File: config.mk
export PLATFORM = sky130hd
export DESIGN_NAME = bus_tx_hub
export DESIGN_NICKNAME = d
export VERILOG_FILES = /design/src/logic/bus_tx_pkg.sv /design/src/logic/bus_tx_hub.sv /design/src/logic/bus_demux.sv /design/src/logic/bit_serializer.sv /design/src/logic/frame_fifo.sv /design/src/logic/tx_request_stage.sv
export SDC_FILE = /design/constraint.sdc
export NUM_CORES = 1
export LEC_CHECK = 0
export BUFFER_PORTS_ARGS = -buffer_cell sky130_fd_sc_hd__buf_4
export CAP_MARGIN = 5
export CORE_AREA = 5 5 164 166
export DETAILED_ROUTE_END_ITERATION = 6
export DIE_AREA = 0 0 169 171
export MAX_ROUTING_LAYER = met4
export PLACE_DENSITY = 0.55
export SYNTH_ARGS = -nofsm -noshare
export SYNTH_HDL_FRONTEND = slang
export SYNTH_SLANG_ARGS = --single-unit
File: constraint.sdc
create_clock -name clk -period 3.4 [get_ports clk]
set_input_delay 0.51 -clock clk [delete_from_list [all_inputs] [get_ports clk]]
set_output_delay 0.51 -clock clk [all_outputs]
set_load 0.01 [all_outputs]
File: src/logic/bus_tx_pkg.sv
`default_nettype none

package bus_tx_pkg;

  ////////////////////////////////////////////////////////////////////////////
  // bus numbering
  ////////////////////////////////////////////////////////////////////////////

  localparam int num_buses = 16;

  // a 5-bit code like the hub select; 0 to 15 name a line, anything above is no line
  typedef logic [4:0] bus_id_t;

  // driven on the select while the serializer has nothing to send
  localparam bus_id_t bus_idle_sel = 5'd31;

  typedef logic [num_buses-1:0] bus_mask_t;
  typedef logic [num_buses-1:0] bus_lines_t;

  ////////////////////////////////////////////////////////////////////////////
  // frame
  ////////////////////////////////////////////////////////////////////////////

  localparam int payload_w = 16;

  typedef struct packed {
    bus_id_t               bus;
    logic [payload_w-1:0]  data;
  } tx_frame_t;

endpackage

`default_nettype wire
File: src/logic/bus_tx_hub.sv
`timescale 1ns/1ps
`default_nettype none

module bus_tx_hub
  import bus_tx_pkg::*;
#(
  parameter int   FIFO_DEPTH = 8,
  parameter int   BIT_DIV    = 4,
  parameter logic IDLE_LEVEL = 1'b1
) (
  input  wire              clk,
  input  wire              arst_n,
  input  wire              wr_en,
  input  wire tx_frame_t   wr_frame,
  input  wire bus_mask_t   bus_enable,
  output bus_lines_t       tx_lines,
  output logic             tx_busy,
  output logic [15:0]      drop_count
);

  ////////////////////////////////////////////////////////////////////////////
  // producer side
  ////////////////////////////////////////////////////////////////////////////

  logic      push;
  tx_frame_t push_frame;
  logic      full;

  tx_request_stage u_request (
    .clk        (clk),
    .arst_n     (arst_n),
    .wr_en      (wr_en),
    .wr_frame   (wr_frame),
    .bus_enable (bus_enable),
    .full       (full),
    .push       (push),
    .push_frame (push_frame),
    .drop_count (drop_count)
  );

  logic      pop;
  logic      empty;
  tx_frame_t head;

  frame_fifo #(
    .item_t (tx_frame_t),
    .DEPTH  (FIFO_DEPTH)
  ) u_fifo (
    .clk       (clk),
    .arst_n    (arst_n),
    .push      (push),
    .push_item (push_frame),
    .pop       (pop),
    .head      (head),
    .full      (full),
    .empty     (empty)
  );

  ////////////////////////////////////////////////////////////////////////////
  // consumer side
  ////////////////////////////////////////////////////////////////////////////

  bus_id_t sel;
  logic    ser_bit;

  bit_serializer #(
    .BIT_DIV (BIT_DIV)
  ) u_serializer (
    .clk     (clk),
    .arst_n  (arst_n),
    .empty   (empty),
    .head    (head),
    .pop     (pop),
    .sel     (sel),
    .ser_bit (ser_bit),
    .busy    (tx_busy)
  );

  bus_demux #(
    .IDLE_LEVEL (IDLE_LEVEL)
  ) u_demux (
    .sel     (sel),
    .ser_bit (ser_bit),
    .lines   (tx_lines)
  );

endmodule

`default_nettype wire

File: src/logic/bus_demux.sv
`timescale 1ns/1ps
`default_nettype none

module bus_demux
  import bus_tx_pkg::*;
#(
  parameter logic IDLE_LEVEL = 1'b1
) (
  input  wire bus_id_t  sel,
  input  wire           ser_bit,
  output bus_lines_t    lines
);

  localparam int line_idx_w = $clog2(num_buses);

  // every line rests at the idle level unless it is the one selected
  always_comb
  begin
    lines = {num_buses{IDLE_LEVEL}};
    // codes of 16 and up select nothing, so the whole hub stays quiet
    if (sel < bus_id_t'(num_buses))
      lines[sel[line_idx_w-1:0]] = ser_bit;
  end

endmodule

`default_nettype wire

File: src/logic/bit_serializer.sv
`timescale 1ns/1ps
`default_nettype none

module bit_serializer
  import bus_tx_pkg::*;
#(
  parameter int BIT_DIV = 4
) (
  input  wire              clk,
  input  wire              arst_n,
  input  wire              empty,
  input  wire tx_frame_t   head,
  output logic             pop,
  output bus_id_t          sel,
  output logic             ser_bit,
  output logic             busy
);

  // start, payload and stop
  localparam int frame_bits = payload_w + 2;
  localparam int div_w      = (BIT_DIV > 1) ? $clog2(BIT_DIV) : 1;

  typedef enum logic {
    st_idle,
    st_shift
  } state_t;

  state_t                 state;
  logic [div_w-1:0]       div_cnt;
  logic [4:0]             bit_idx;
  logic [frame_bits-1:0]  shreg;
  logic                   bit_end;
  logic                   frame_end;

  assign bit_end   = (div_cnt == div_w'(BIT_DIV - 1));
  assign frame_end = bit_end && (bit_idx == 5'(frame_bits - 1));

  // the idle cycle after a stop bit is the pop cycle, which keeps a gap on sel
  assign pop  = (state == st_idle) && !empty;
  assign busy = (state == st_shift);

  ////////////////////////////////////////////////////////////////////////////
  // control
  ////////////////////////////////////////////////////////////////////////////

  always_ff @(posedge clk or negedge arst_n)
  begin
    if (!arst_n)
    begin
      state   <= st_idle;
      div_cnt <= '0;
      bit_idx <= '0;
      sel     <= bus_idle_sel;
    end
    else
    begin
      case (state)
        st_idle:
        begin
          if (pop)
          begin
            state   <= st_shift;
            div_cnt <= '0;
            bit_idx <= '0;
            sel     <= head.bus;
          end
        end
        st_shift:
        begin
          if (frame_end)
          begin
            state <= st_idle;
            sel   <= bus_idle_sel;
          end
          else if (bit_end)
          begin
            div_cnt <= '0;
            bit_idx <= bit_idx + 5'd1;
          end
          else
            div_cnt <= div_cnt + 1'b1;
        end
        default:
          state <= st_idle;
      endcase
    end
  end

  ////////////////////////////////////////////////////////////////////////////
  // data path
  ////////////////////////////////////////////////////////////////////////////

  // start is dominant 0 and stop recessive 1, data goes out lsb first
  always_ff @(posedge clk)
  begin
    if (pop)
      shreg <= {1'b1, head.data, 1'b0};
    else if ((state == st_shift) && bit_end)
      shreg <= {1'b1, shreg[frame_bits-1:1]};
  end

  assign ser_bit = (state == st_shift) ? shreg[0] : 1'b1;

endmodule

`default_nettype wire

File: src/logic/frame_fifo.sv
`timescale 1ns/1ps
`default_nettype none

module frame_fifo #(
  parameter type item_t = logic [7:0],
  parameter int  DEPTH  = 8
) (
  input  wire    clk,
  input  wire    arst_n,
  input  wire    push,
  input  wire    [$bits(item_t)-1:0] push_item,
  input  wire    pop,
  output item_t  head,
  output logic   full,
  output logic   empty
);

  localparam int addr_w = (DEPTH > 1) ? $clog2(DEPTH) : 1;

  item_t             mem [DEPTH];
  logic [addr_w:0]   wr_ptr;
  logic [addr_w:0]   rd_ptr;
  logic [addr_w:0]   wr_ptr_nxt;
  logic [addr_w:0]   rd_ptr_nxt;
  logic              do_push;
  logic              do_pop;

  // requests against the wrong level are simply ignored
  assign do_push = push && !full;
  assign do_pop  = pop && !empty;

  always_comb
  begin
    wr_ptr_nxt = wr_ptr;
    rd_ptr_nxt = rd_ptr;
    if (do_push)
      wr_ptr_nxt = wr_ptr + 1'b1;
    if (do_pop)
      rd_ptr_nxt = rd_ptr + 1'b1;
  end

  ////////////////////////////////////////////////////////////////////////////
  // pointers and levels
  ////////////////////////////////////////////////////////////////////////////

  always_ff @(posedge clk or negedge arst_n)
  begin
    if (!arst_n)
    begin
      wr_ptr <= '0;
      rd_ptr <= '0;
      full   <= 1'b0;
      empty  <= 1'b1;
    end
    else
    begin
      wr_ptr <= wr_ptr_nxt;
      rd_ptr <= rd_ptr_nxt;
      // same address with the wrap bit flipped means the writer is a lap ahead
      full   <= (wr_ptr_nxt[addr_w] != rd_ptr_nxt[addr_w]) &&
                (wr_ptr_nxt[addr_w-1:0] == rd_ptr_nxt[addr_w-1:0]);
      empty  <= (wr_ptr_nxt == rd_ptr_nxt);
    end
  end

  ////////////////////////////////////////////////////////////////////////////
  // storage
  ////////////////////////////////////////////////////////////////////////////

  always_ff @(posedge clk)
  begin
    if (do_push)
      mem[wr_ptr[addr_w-1:0]] <= item_t'(push_item);
  end

  // the oldest entry is always on view, pop only advances past it
  assign head = mem[rd_ptr[addr_w-1:0]];

endmodule

`default_nettype wire

File: src/logic/tx_request_stage.sv
`timescale 1ns/1ps
`default_nettype none

module tx_request_stage
  import bus_tx_pkg::*;
(
  input  wire              clk,
  input  wire              arst_n,
  input  wire              wr_en,
  input  wire tx_frame_t   wr_frame,
  input  wire bus_mask_t   bus_enable,
  input  wire              full,
  output logic             push,
  output tx_frame_t        push_frame,
  output logic [15:0]      drop_count
);

  localparam int bus_idx_w = $clog2(num_buses);

  logic      wr_en_q;
  logic      target_ok_q;
  tx_frame_t frame_q;
  logic      target_ok;
  logic      drop;

  // the range check guards the mask lookup, so a code of 16 or more never indexes it
  always_comb
  begin
    target_ok = 1'b0;
    if (wr_frame.bus < bus_id_t'(num_buses))
      target_ok = bus_enable[wr_frame.bus[bus_idx_w-1:0]];
  end

  always_ff @(posedge clk or negedge arst_n)
  begin
    if (!arst_n)
    begin
      wr_en_q     <= 1'b0;
      target_ok_q <= 1'b0;
    end
    else
    begin
      wr_en_q     <= wr_en;
      target_ok_q <= target_ok;
    end
  end

  always_ff @(posedge clk)
  begin
    if (wr_en)
      frame_q <= wr_frame;
  end

  // full here is the level seen while the registered strobe is present
  assign push       = wr_en_q && target_ok_q && !full;
  assign drop       = wr_en_q && !push;
  assign push_frame = frame_q;

  always_ff @(posedge clk or negedge arst_n)
  begin
    if (!arst_n)
      drop_count <= '0;
    else if (drop && (drop_count != 16'hffff))
      drop_count <= drop_count + 16'd1;
  end

endmodule

`default_nettype wire

Word-level counts from Yosys, hierarchy flattened:

Memory sizes are Yosys's and may differ from the RTL's.
Index checks and enable logic that the tools add are counted.
Widths: inputs -> output; s select.

* $add $sub $neg: 5
* $mul: 0
* div/mod/pow operators: 0
* $lt $le $gt $ge: 5
* equality and inequality tests: 10
* shifts and indexed selects: 0
* muxes and demuxes: 27
* bitwise gates (word level): 3
* reduce and logical (&&, ||, !) cells: 18

Operator list (number)
* $mux 17: 2
* $mux 5: 5
* $pmux 5 s2: 2
* $add 16x1->16 const B: 1
* $mux 16: 1
* $ne 16x16->1 const B: 1
* $not 16->16: 1
* $or 16x16->16: 1
* $logic_and 1x1->1: 11
* $lt 4x5->1 const B: 2
* $lt 5x5->1 const B: 2
* $add 4x1->4 const B: 2
* $mux 1: 8
* $mux 4: 2
* $ne 2x2->1 const B: 4
* $mux 2: 3
* $add 5x1->5 const B: 1
* $eq 5x5->1 const B: 1
* $bmux 1 s4: 1
* $demux 1 s4: 1
* $eq 4x4->1: 1
* $ge 4x1->1 const B: 1
* $pmux 2 s2: 1
* $reduce_and 2->1: 2
* other kinds (9): 11

* bits in registers: 79
* bits in latches: 0
* memory bits (writable): 168
* memory bits (read-only): 0
* logic and storage cells: 84
* memories: 1

Memory list
* u_fifo.mem: depth 8, bits a word 21, read ports 1, clocked after memory_dff 0, write ports 1, line frame_fifo.sv:20 `item_t mem [DEPTH];`

Logic depth before layout (Yosys ltp):

Gate-level depths: netlist of the first run.

* depth in word-level cells: 7
* mapped depth: 7

By module:

From an unflattened synthesis of the first run, not the netlist that was laid out.

* cells, all modules: 542
* area total of the unflattened synthesis: 10157.2 um^2

By module, submodules not included
* frame_fifo: times used 1, cells an instance 291, area an instance 6996.7 um^2, sequential area each 5296.3 um^2
* tx_request_stage: times used 1, cells an instance 117, area an instance 1661.6 um^2, sequential area each 1081.0 um^2
* bit_serializer: times used 1, cells an instance 111, area an instance 1353.8 um^2, sequential area each 832.0 um^2
* bus_demux: times used 1, cells an instance 23, area an instance 145.1 um^2, sequential area each 0.0 um^2

Worst setup path before layout of the first run:

OpenSTA, ideal clock, no wires.

* path type: register to register
* start: register u_fifo.full
* end: memory u_fifo.mem[0][0] (netlist name), enable pin
* arrival time: 2.360 ns
* data required time: 2.975 ns
* setup slack: 0.614 ns
* stages on the path, launching flop included: 4
* buffers on the path: 0
* clock period less this slack: 2.786 ns
* cells stage by stage: dfrtp_1 -> nand3b_1 -> or2_2 -> nor3_1

* longest elaborated chain between the ends: 5

RTL lines
* from (decl): line frame_fifo.sv:14 `output logic full,`
* from (signal assigned): line frame_fifo.sv:60 `full <= (wr_ptr_nxt[addr_w] != rd_ptr_nxt[addr_w]) &&`
* $logic_not 1->1 *: line frame_fifo.sv:29, tx_request_stage.sv:55
* $logic_and 1x1->1: line tx_request_stage.sv:55 `assign push = wr_en_q && target_ok_q && !full;`
* $logic_and 1x1->1 *: line frame_fifo.sv:29 `assign do_push = push && !full;`
* $mux 1 *: line frame_fifo.sv:72 `if (do_push)`
* $mux 1 (implied by the code) *: line frame_fifo.sv:73 `mem[wr_ptr[addr_w-1:0]] <= item_t'(push_item);`
* to (decl): line frame_fifo.sv:20

Mark *: on every way between the ends. The rest lies on a longest branch, timed or not.

Final worst setup path of the first run:

* start: register u_serializer.state (netlist: u_serializer.busy)
* end: output tx_lines[4]

* longest elaborated chain between the ends: 3

RTL lines
* from (decl): line bit_serializer.sv:28 `state_t state;`
* from (signal assigned): line bit_serializer.sv:50 `state <= st_idle;`
* from (signal assigned): line bit_serializer.sv:62 `state <= st_shift;`
* from (signal assigned): line bit_serializer.sv:72 `state <= st_idle;`
* $mux 1: line bit_serializer.sv:102 `assign ser_bit = (state == st_shift) ? shreg[0] : 1'b1;`
* $or 16x16->16 (no line)
* $mux 16: line bus_demux.sv:21 `if (sel < bus_id_t'(num_buses))`
* to (decl): line bus_tx_hub.sv:16 `output bus_lines_t tx_lines,`

Every way passes these cells.

==> results of run 1 <==
## state kept, by name (all words and copies together) (netlist names)
name                   cells
u_serializer.bit_idx       5
u_fifo.full                1
u_fifo.empty               1
u_fifo.mem               168
u_serializer.busy          1
u_request.target_ok_q      1
u_serializer.sel           5
u_fifo.rd_ptr              4
u_request.push_frame      21
u_fifo.wr_ptr              4
u_serializer.div_cnt       2
u_request.drop_count      16
u_request.wr_en_q          1
u_serializer.shreg        17
## per-stage QoR
stage	std cells	cell area (µm²)	hold WS [ns]
after CTS	1019	11700	0.131
after detailed placement	970	10900	0.454
final	1019	11700	0.159
after floorplan	571	9860	0.214
after global routing	1019	11700	0.134
after global placement	970	10900	0.440
## final cells by class
cell class	count	area, µm²
fillers	2196	13700
flip-flops and latches	247	7210
multi-input cells	292	2530
repair buffers	90	691
clock buffers	33	677
well taps	335	419
clock inverters	15	191
inverters	7	26.3
## worst min-delay path by stage
stage / startpoint / to / depth (start not counted)
4_1_cts: wr_frame[8] / u_request.push_frame[8]$_DFFE_PP_ / 1
3_3_place_gp: u_serializer.shreg[1]$_DFFE_PP_ / u_serializer.shreg[0]$_SDFFE_PP0P_ / 2
6_report: wr_frame[8] / u_request.push_frame[8]$_DFFE_PP_ / 1
5_1_grt: wr_frame[10] / u_request.push_frame[10]$_DFFE_PP_ / 1
2_1_floorplan: arst_n / u_fifo.full$_DFF_PN0_ / 0
3_5_place_dp: u_serializer.shreg[1]$_DFFE_PP_ / u_serializer.shreg[0]$_SDFFE_PP0P_ / 2
## power groups by stage
stage | Sequential (mW) | Clock [mW] | Combinational [mW]
final | 3.63 | 2.84 | 0.462
after global routing | 3.66 | 3.06 | 0.510
after CTS | 3.64 | 2.92 | 0.471
after detailed placement | 3.70 | 0 | 0.470
after global placement | 3.68 | 0 | 0.459
after floorplan | 3.66 | 0 | 0.244
## kinds of logic (layout without fill, tap and decap cells)
kind of cell / after synthesis / after routing
flops: 247 / 247
buf+inv: 32 / 145
xor+xnor: 24 / 24
simple gates: 141 / 141
mux: 73 / 73
compound gates: 48 / 48
fa+ha+maj: 6 / 6
## routing by layer
| layer | up-vias | global-route usage | part of all wire |
|---|---|---|---|
| li1 | 2391 | - | - |
| met1 | 2648 | 0.198 | 0.45 |
| met2 | 162 | 0.228 | 0.47 |
| met3 | 26 | 0.0226 | 0.062 |
| met4 | 0 | 0.0347 | 0.017 |
| met5 | - | - | 0 |
## cell usage in the layout, fill, tap and decap left out, types with 5 or more instances in the layout
cell         n
clkinv_2     5
xor2_1      12
mux2_2      36
dfrtp_1     34
ha_1         6
a21oi_1      7
buf_4       88
nor3_1       9
nor2_2       7
o31ai_1     18
nand4_1      5
xnor2_1     11
dfstp_2      6
nor2_1      33
nand2b_1     5
o22ai_1     16
inv_1        7
clkbuf_1     7
mux4_2      31
mux2i_1      5
clkbuf_16   26
edfxtp_1   205
nand2_1     46
## critical path, delay by kind of cell (launching register included)
| kind | cells | cell delay [ns] |
|---|---|---|
| flip-flops | 1 | 0.53 |
| AND/OR/NAND/NOR | 2 | 0.75 |
| buffers and inverters | 1 | 0.18 |
## Yosys cell counts, types with 5 or more instances
master / count
edfxtp_1: 205
nand2_1: 46
nor2_1: 39
mux2_2: 36
dfrtp_1: 35
mux4_2: 31
o31ai_1: 18
o22ai_1: 16
xor2_1: 12
nor3_1: 11
xnor2_1: 11
buf_2: 10
clkbuf_1: 9
a21oi_1: 7
inv_1: 7
dfstp_2: 6
ha_1: 6
mux2i_1: 5
nand2b_1: 5
nand4_1: 5
==> key figures, run 1 <==
Status
  – Status: finished, final reports clean

Synth
  – XOR/XNOR Fraction of Synth Area: 0.0227
  – Post-synth EDFFs: 205
  – Yosys cell types: 48
  – Yosys warning total: 0
  – Post-synth top flop: edfxtp_1
  – Syn_nets: about 620
  – Sequential share of the synthesized area: 0.731
  – Post-Synth Adder-Cell Area: 0.00761
  – Flops & latches, synth: 247
  – Post-synthesis mux area share: 0.118
  – Synth Area in Compound Gates: 0.0344
  – Fraction of registers with async set/reset: 0.166
  – Largest family of logic cells by synthesized area: multiplexers
  – Post-Synthesis Cells: 571
  – Mean post-synth cell area: 17.3 µm²
  – Top post-synthesis cells by area: edfxtp_1, dfrtp_1, mux4_2
  – Synth top area share: 0.624
  – Synthesized area: 9860 µm²
  – Top cell type by total area after synthesis: edfxtp_1
  – Post-Synth Simple-Gate Area: 0.0708

Setup path
  – CP max stage delay: 0.62 ns
  – Capture point of the worst reg-to-reg path: u_serializer.sel[2]$_DFFE_PN1P_
  – Crit Path Max Fanout: 12
  – FF-to-FF path depth: 4
  – Termination of the worst setup path: tx_lines[4]
  – Crit start category: flop
  – CP Data Required Time: between 2 and 3 ns
  – Worst-path cell chain: nor4b_1, nand2_1, buf_4
  – Element type at the critical path end: primary output
  – FF-to-FF setup slack: ~1.2 ns
  – Worst EP arrival: 1.98 ns
  – Slowest cell on crit path: nor4b_1
  – Crit. Startpoint: u_serializer.busy$_DFF_PN0_
  – Crit path kind: reg -> out
  – RR Startpoint: u_fifo.rd_ptr[1]$_DFF_PN0_

Die
  – Die width: between 150 and 200 µm
  – Rows: 59
  – Starting Density: 0.387
  – Die Ht: 171 µm
  – Io pins: 73
  – Core ar.: ~25000 µm²
  – Die area: 28900 µm²

Clock network
  – CTS tree: yes
  – Cts hold-fix bufs: 1
  – TritonCTS buffer count: 26
  – Worst-Skew Late Latency: ~0.52 ns
  – Sinks on Clock Net: 247
  – PostCTS Resize Cnt: 0
  – Clock Pin Slew Worst Setup and Hold Paths: 0.06 ns
  – Root Buffer: clkbuf_16
  – H-tree Lvls: 1
  – Post-CTS setup buffer count: 0
  – Clk buf depth: 3

Power and ir drop
  – Logic pwr share: 0.067
  – Clock network power share: 0.410
  – Total power: 6.94 mW
  – Sw Ratio: 0.218
  – Register share of total power: 0.524
  – Leak pwr: 4.11 nW
  – Peak VDD IR: roughly 0.40 mV
  – NetSw: 1.51 mW
  – Internal power: 5.42 mW
  – PD cells: 591 nW/µm²

Route
  – Routed vias/inst: 5.13
  – DR iter-0 viols: 378
  – WL final: 19700 µm
  – DRT antenna net count: 0
  – DRC Markers: 0
  – WL per Instance: 19.3 µm
  – Drt first pass iters: 5
  – Vias: 5227

Flow run
  – Max Cap Viol: 0

Global routing
  – Overflow after GRT: 0
  – Largest net degree at the start of global routing: 42
  – Vias in the first global route: 5558
  – First-pass GRT wire length: 31600 µm
  – Initial antenna violation count: 0
  – Total track usage: 0.144

Finish
  – Layout cells sized above 1: 0.322
  – Nets: 710
  – Final core utilization: 0.461
  – Layout area overhead: 19.1%
  – Ant. Diodes: 0

Timing
  – Final Cycle Share: 0.731
  – Setup Skew: ~0.021 ns
  – Setup TNS: 0 ns
  – Max transition margin: 0.456
  – Hold Violations, Final: 0
  – Worst-Margin Slew: about 0.82 ns
  – Min cycle time layout: between 2 and 2.5 ns
  – Setup WS post-layout: 0.915 ns
  – RSZ-0062 raised after global routing: no
  – Max-slew violation count: 0
  – Fmax: 0.402 GHz
  – Final Setup Violations: 0

Placed design
  – GP Congestion: 0.805
  – PortBufs: 72
  – Post-DP HPWL: 12400 µm
  – Pre-CTS setup slack: roughly 1.2 ns

Hold path
  – Hold Crit Class: in -> reg
Power figures use the tool's default switching activity.
==> run 2: changes to the inputs <==
--- a/config.mk
+++ b/config.mk
@@ -11,7 +11,7 @@
 export DETAILED_ROUTE_END_ITERATION = 6
 export DIE_AREA = 0 0 169 171
 export MAX_ROUTING_LAYER = met4
-export PLACE_DENSITY = 0.55
+export PLACE_DENSITY = 0.57
 export SYNTH_ARGS = -nofsm -noshare
 export SYNTH_HDL_FRONTEND = slang
 export SYNTH_SLANG_ARGS = --single-unit
==> constraint.sdc (replaced) <==
create_clock -name clk -period 2.2 [get_ports clk]
set_input_delay 0.33 -clock clk [delete_from_list [all_inputs] [get_ports clk]]
set_output_delay 0.33 -clock clk [all_outputs]
set_load 0.01 [all_outputs]
==> key figures, run 2 (same netlist as run 1, synthesis figures left out) <==
Status
  – Status: finished, final reports clean

Setup path
  – Worst-path cell chain: nor4bb_4, nand2_1, buf_4
  – Slowest cell on crit path: dfstp_2
  – Crit path max-delay family: flip-flops
  – CP Data Required Time: 1.87 ns
  – FF-to-FF setup slack: 0.32 ns
  – Worst EP arrival: 1.76 ns
  – CP max stage delay: approximately 0.65 ns
  – Crit path kind: reg -> out
  – Buffers plus inverters on the worst setup path: 1
  – Element type at the critical path end: primary output
  – Crit Path Max Fanout: 5
  – Crit start category: flop

Finish
  – Area occupied by multi-input gates: roughly 2600 µm²
  – Most common cell after layout, fill and taps aside: edfxtp_1
  – Layout cells sized above 1: 0.323
  – Final core utilization: 0.476
  – Filler cells: between 2000 and 2500
  – Reg area: 7210 µm²
  – Ant. Diodes: 0
  – Layout area overhead: 22.8%
  – Nets: 735
  – Most frequent cells in the layout: edfxtp_1, buf_4, nand2_1, mux2_2, dfrtp_1
  – Number of flip-flops in the largest register: 168

Timing
  – Final Setup Violations: 0
  – Worst-Margin Slew: 0.534 ns
  – RSZ-0062 raised after global routing: yes
  – Setup Skew: 0.0115 ns
  – Max transition margin: 0.644
  – Min cycle time layout: ~2.1 ns
  – Hold Violations, Final: 0
  – Final Cycle Share: 0.950
  – Fmax: 0.478 GHz
  – Max-slew violation count: 0
  – Setup WS post-layout: 0.110 ns

Route
  – Drt first pass iters: 5
  – Met3 WL: 1040 µm
  – DRC Markers: 0
  – WL final: between 20000 and 25000 µm
  – DRT antenna net count: 0
  – WL met2: around 10000 µm
  – Vias: 5299
  – M1 wire length: 8720 µm
  – Top Layer Used: met4
  – WL per Instance: 19.2 µm
  – DR iter-0 viols: 253
  – Routed vias/inst: 5.08

Power and ir drop
  – PD cells: 870 nW/µm²
  – Leak pwr: 4.27 nW
  – Peak VDD IR: between 0.5 and 0.6 mV
  – Total power: about 11 mW

Global routing
  – Total track usage: 0.142
  – Overflow after GRT: 0
  – First-pass GRT wire length: between 30000 and 40000 µm
  – Initial antenna violation count: 0
  – Vias in the first global route: about 5600
  – Largest net degree at the start of global routing: 42

Clock network
  – Clock Pin Slew Worst Setup and Hold Paths: approximately 0.06 ns
  – Sinks on Clock Net: ~250
  – H-tree Lvls: 1
  – Root Buffer: clkbuf_16
  – TritonCTS buffer count: 26
  – Clk buf depth: 3
  – Post-CTS setup buffer count: 0
  – CTS tree: yes
  – Worst-Skew Late Latency: between 0.5 and 0.6 ns

Die
  – Die width: 169 µm
  – Die area: 28900 µm²
  – Rows: slightly below 60
  – Die Ht: 171 µm
  – Io pins: 73
  – Core ar.: roughly 25000 µm²
  – Starting Density: 0.387

Placed design
  – Post-DP HPWL: approximately 12000 µm
  – GP Congestion: a little under 0.8
  – PortBufs: 72
  – Pre-CTS setup slack: between 0.3 and 0.4 ns

Flow run
  – Max Cap Viol: 0

Hold path
  – Hold Crit Class: in -> reg
==> run 2: final timing paths <==
path                                                     start                                  end  cells after the start
max in group asynchronous                               arst_n           u_fifo.rd_ptr[0]$_DFF_PN0_                      2
min reg2reg                    u_serializer.shreg[1]$_DFFE_PP_   u_serializer.shreg[0]$_SDFFE_PP0P_                      2
max                            u_serializer.sel[0]$_DFFE_PN1P_                         tx_lines[13]                      3
max reg2reg                u_request.drop_count[3]$_DFFE_PN0P_  u_request.drop_count[1]$_DFFE_PN0P_                      4
min in group asynchronous                               arst_n  u_request.drop_count[9]$_DFFE_PN0P_                      2
min                                               wr_frame[18]   u_request.push_frame[18]$_DFFE_PP_                      1
==> run 2: cell type report <==
type	instances	area share
flip-flops and latches	247	0.595
clock buffers	34	0.0562
inverters	7	0.00217
well taps	335	0.0346
clock inverters	14	0.0112
multi-input cells	292	0.214
repair buffers	115	0.0868
==> run 2: per-stage QoR <==
stage	std cells	area [µm²]	TNS, ns	hold slack, ns
floorplan	571	9870	-1.27	0.0344
global placement	976	11000	0	0.350
detailed placement	976	11000	0	0.356
CTS	1044	12100	0	0.0217
global route	1044	12100	-0.00710	0.0265
finish	1044	12100	0	0.0457
==> run 2: routing by layer <==
metal	vias up	global-route usage
met1	2671	0.186
li1	2444	-
met5	-	-
met3	38	0.0201
met4	0	0.0371
met2	146	0.238
==> run 2: what timing repair did <==
| item | CTS | global route |
|---|---|---|
| hold buffers | 20 | 0 |
| endpoints found under the hold margin | 55 | 0 |
| endpoints found under the setup margin | 12 | 11 |
| pin swaps | 0 | 1 |
| resized for setup | 4 | 4 |
==> run 2: power breakdown <==
group	leakage, nW	total [mW]	switching [mW]	internal, mW
Sequential	2.39	5.62	0.235	5.39
Clock	0.401	4.14	1.72	2.42
Combinational	1.47	0.768	0.386	0.382
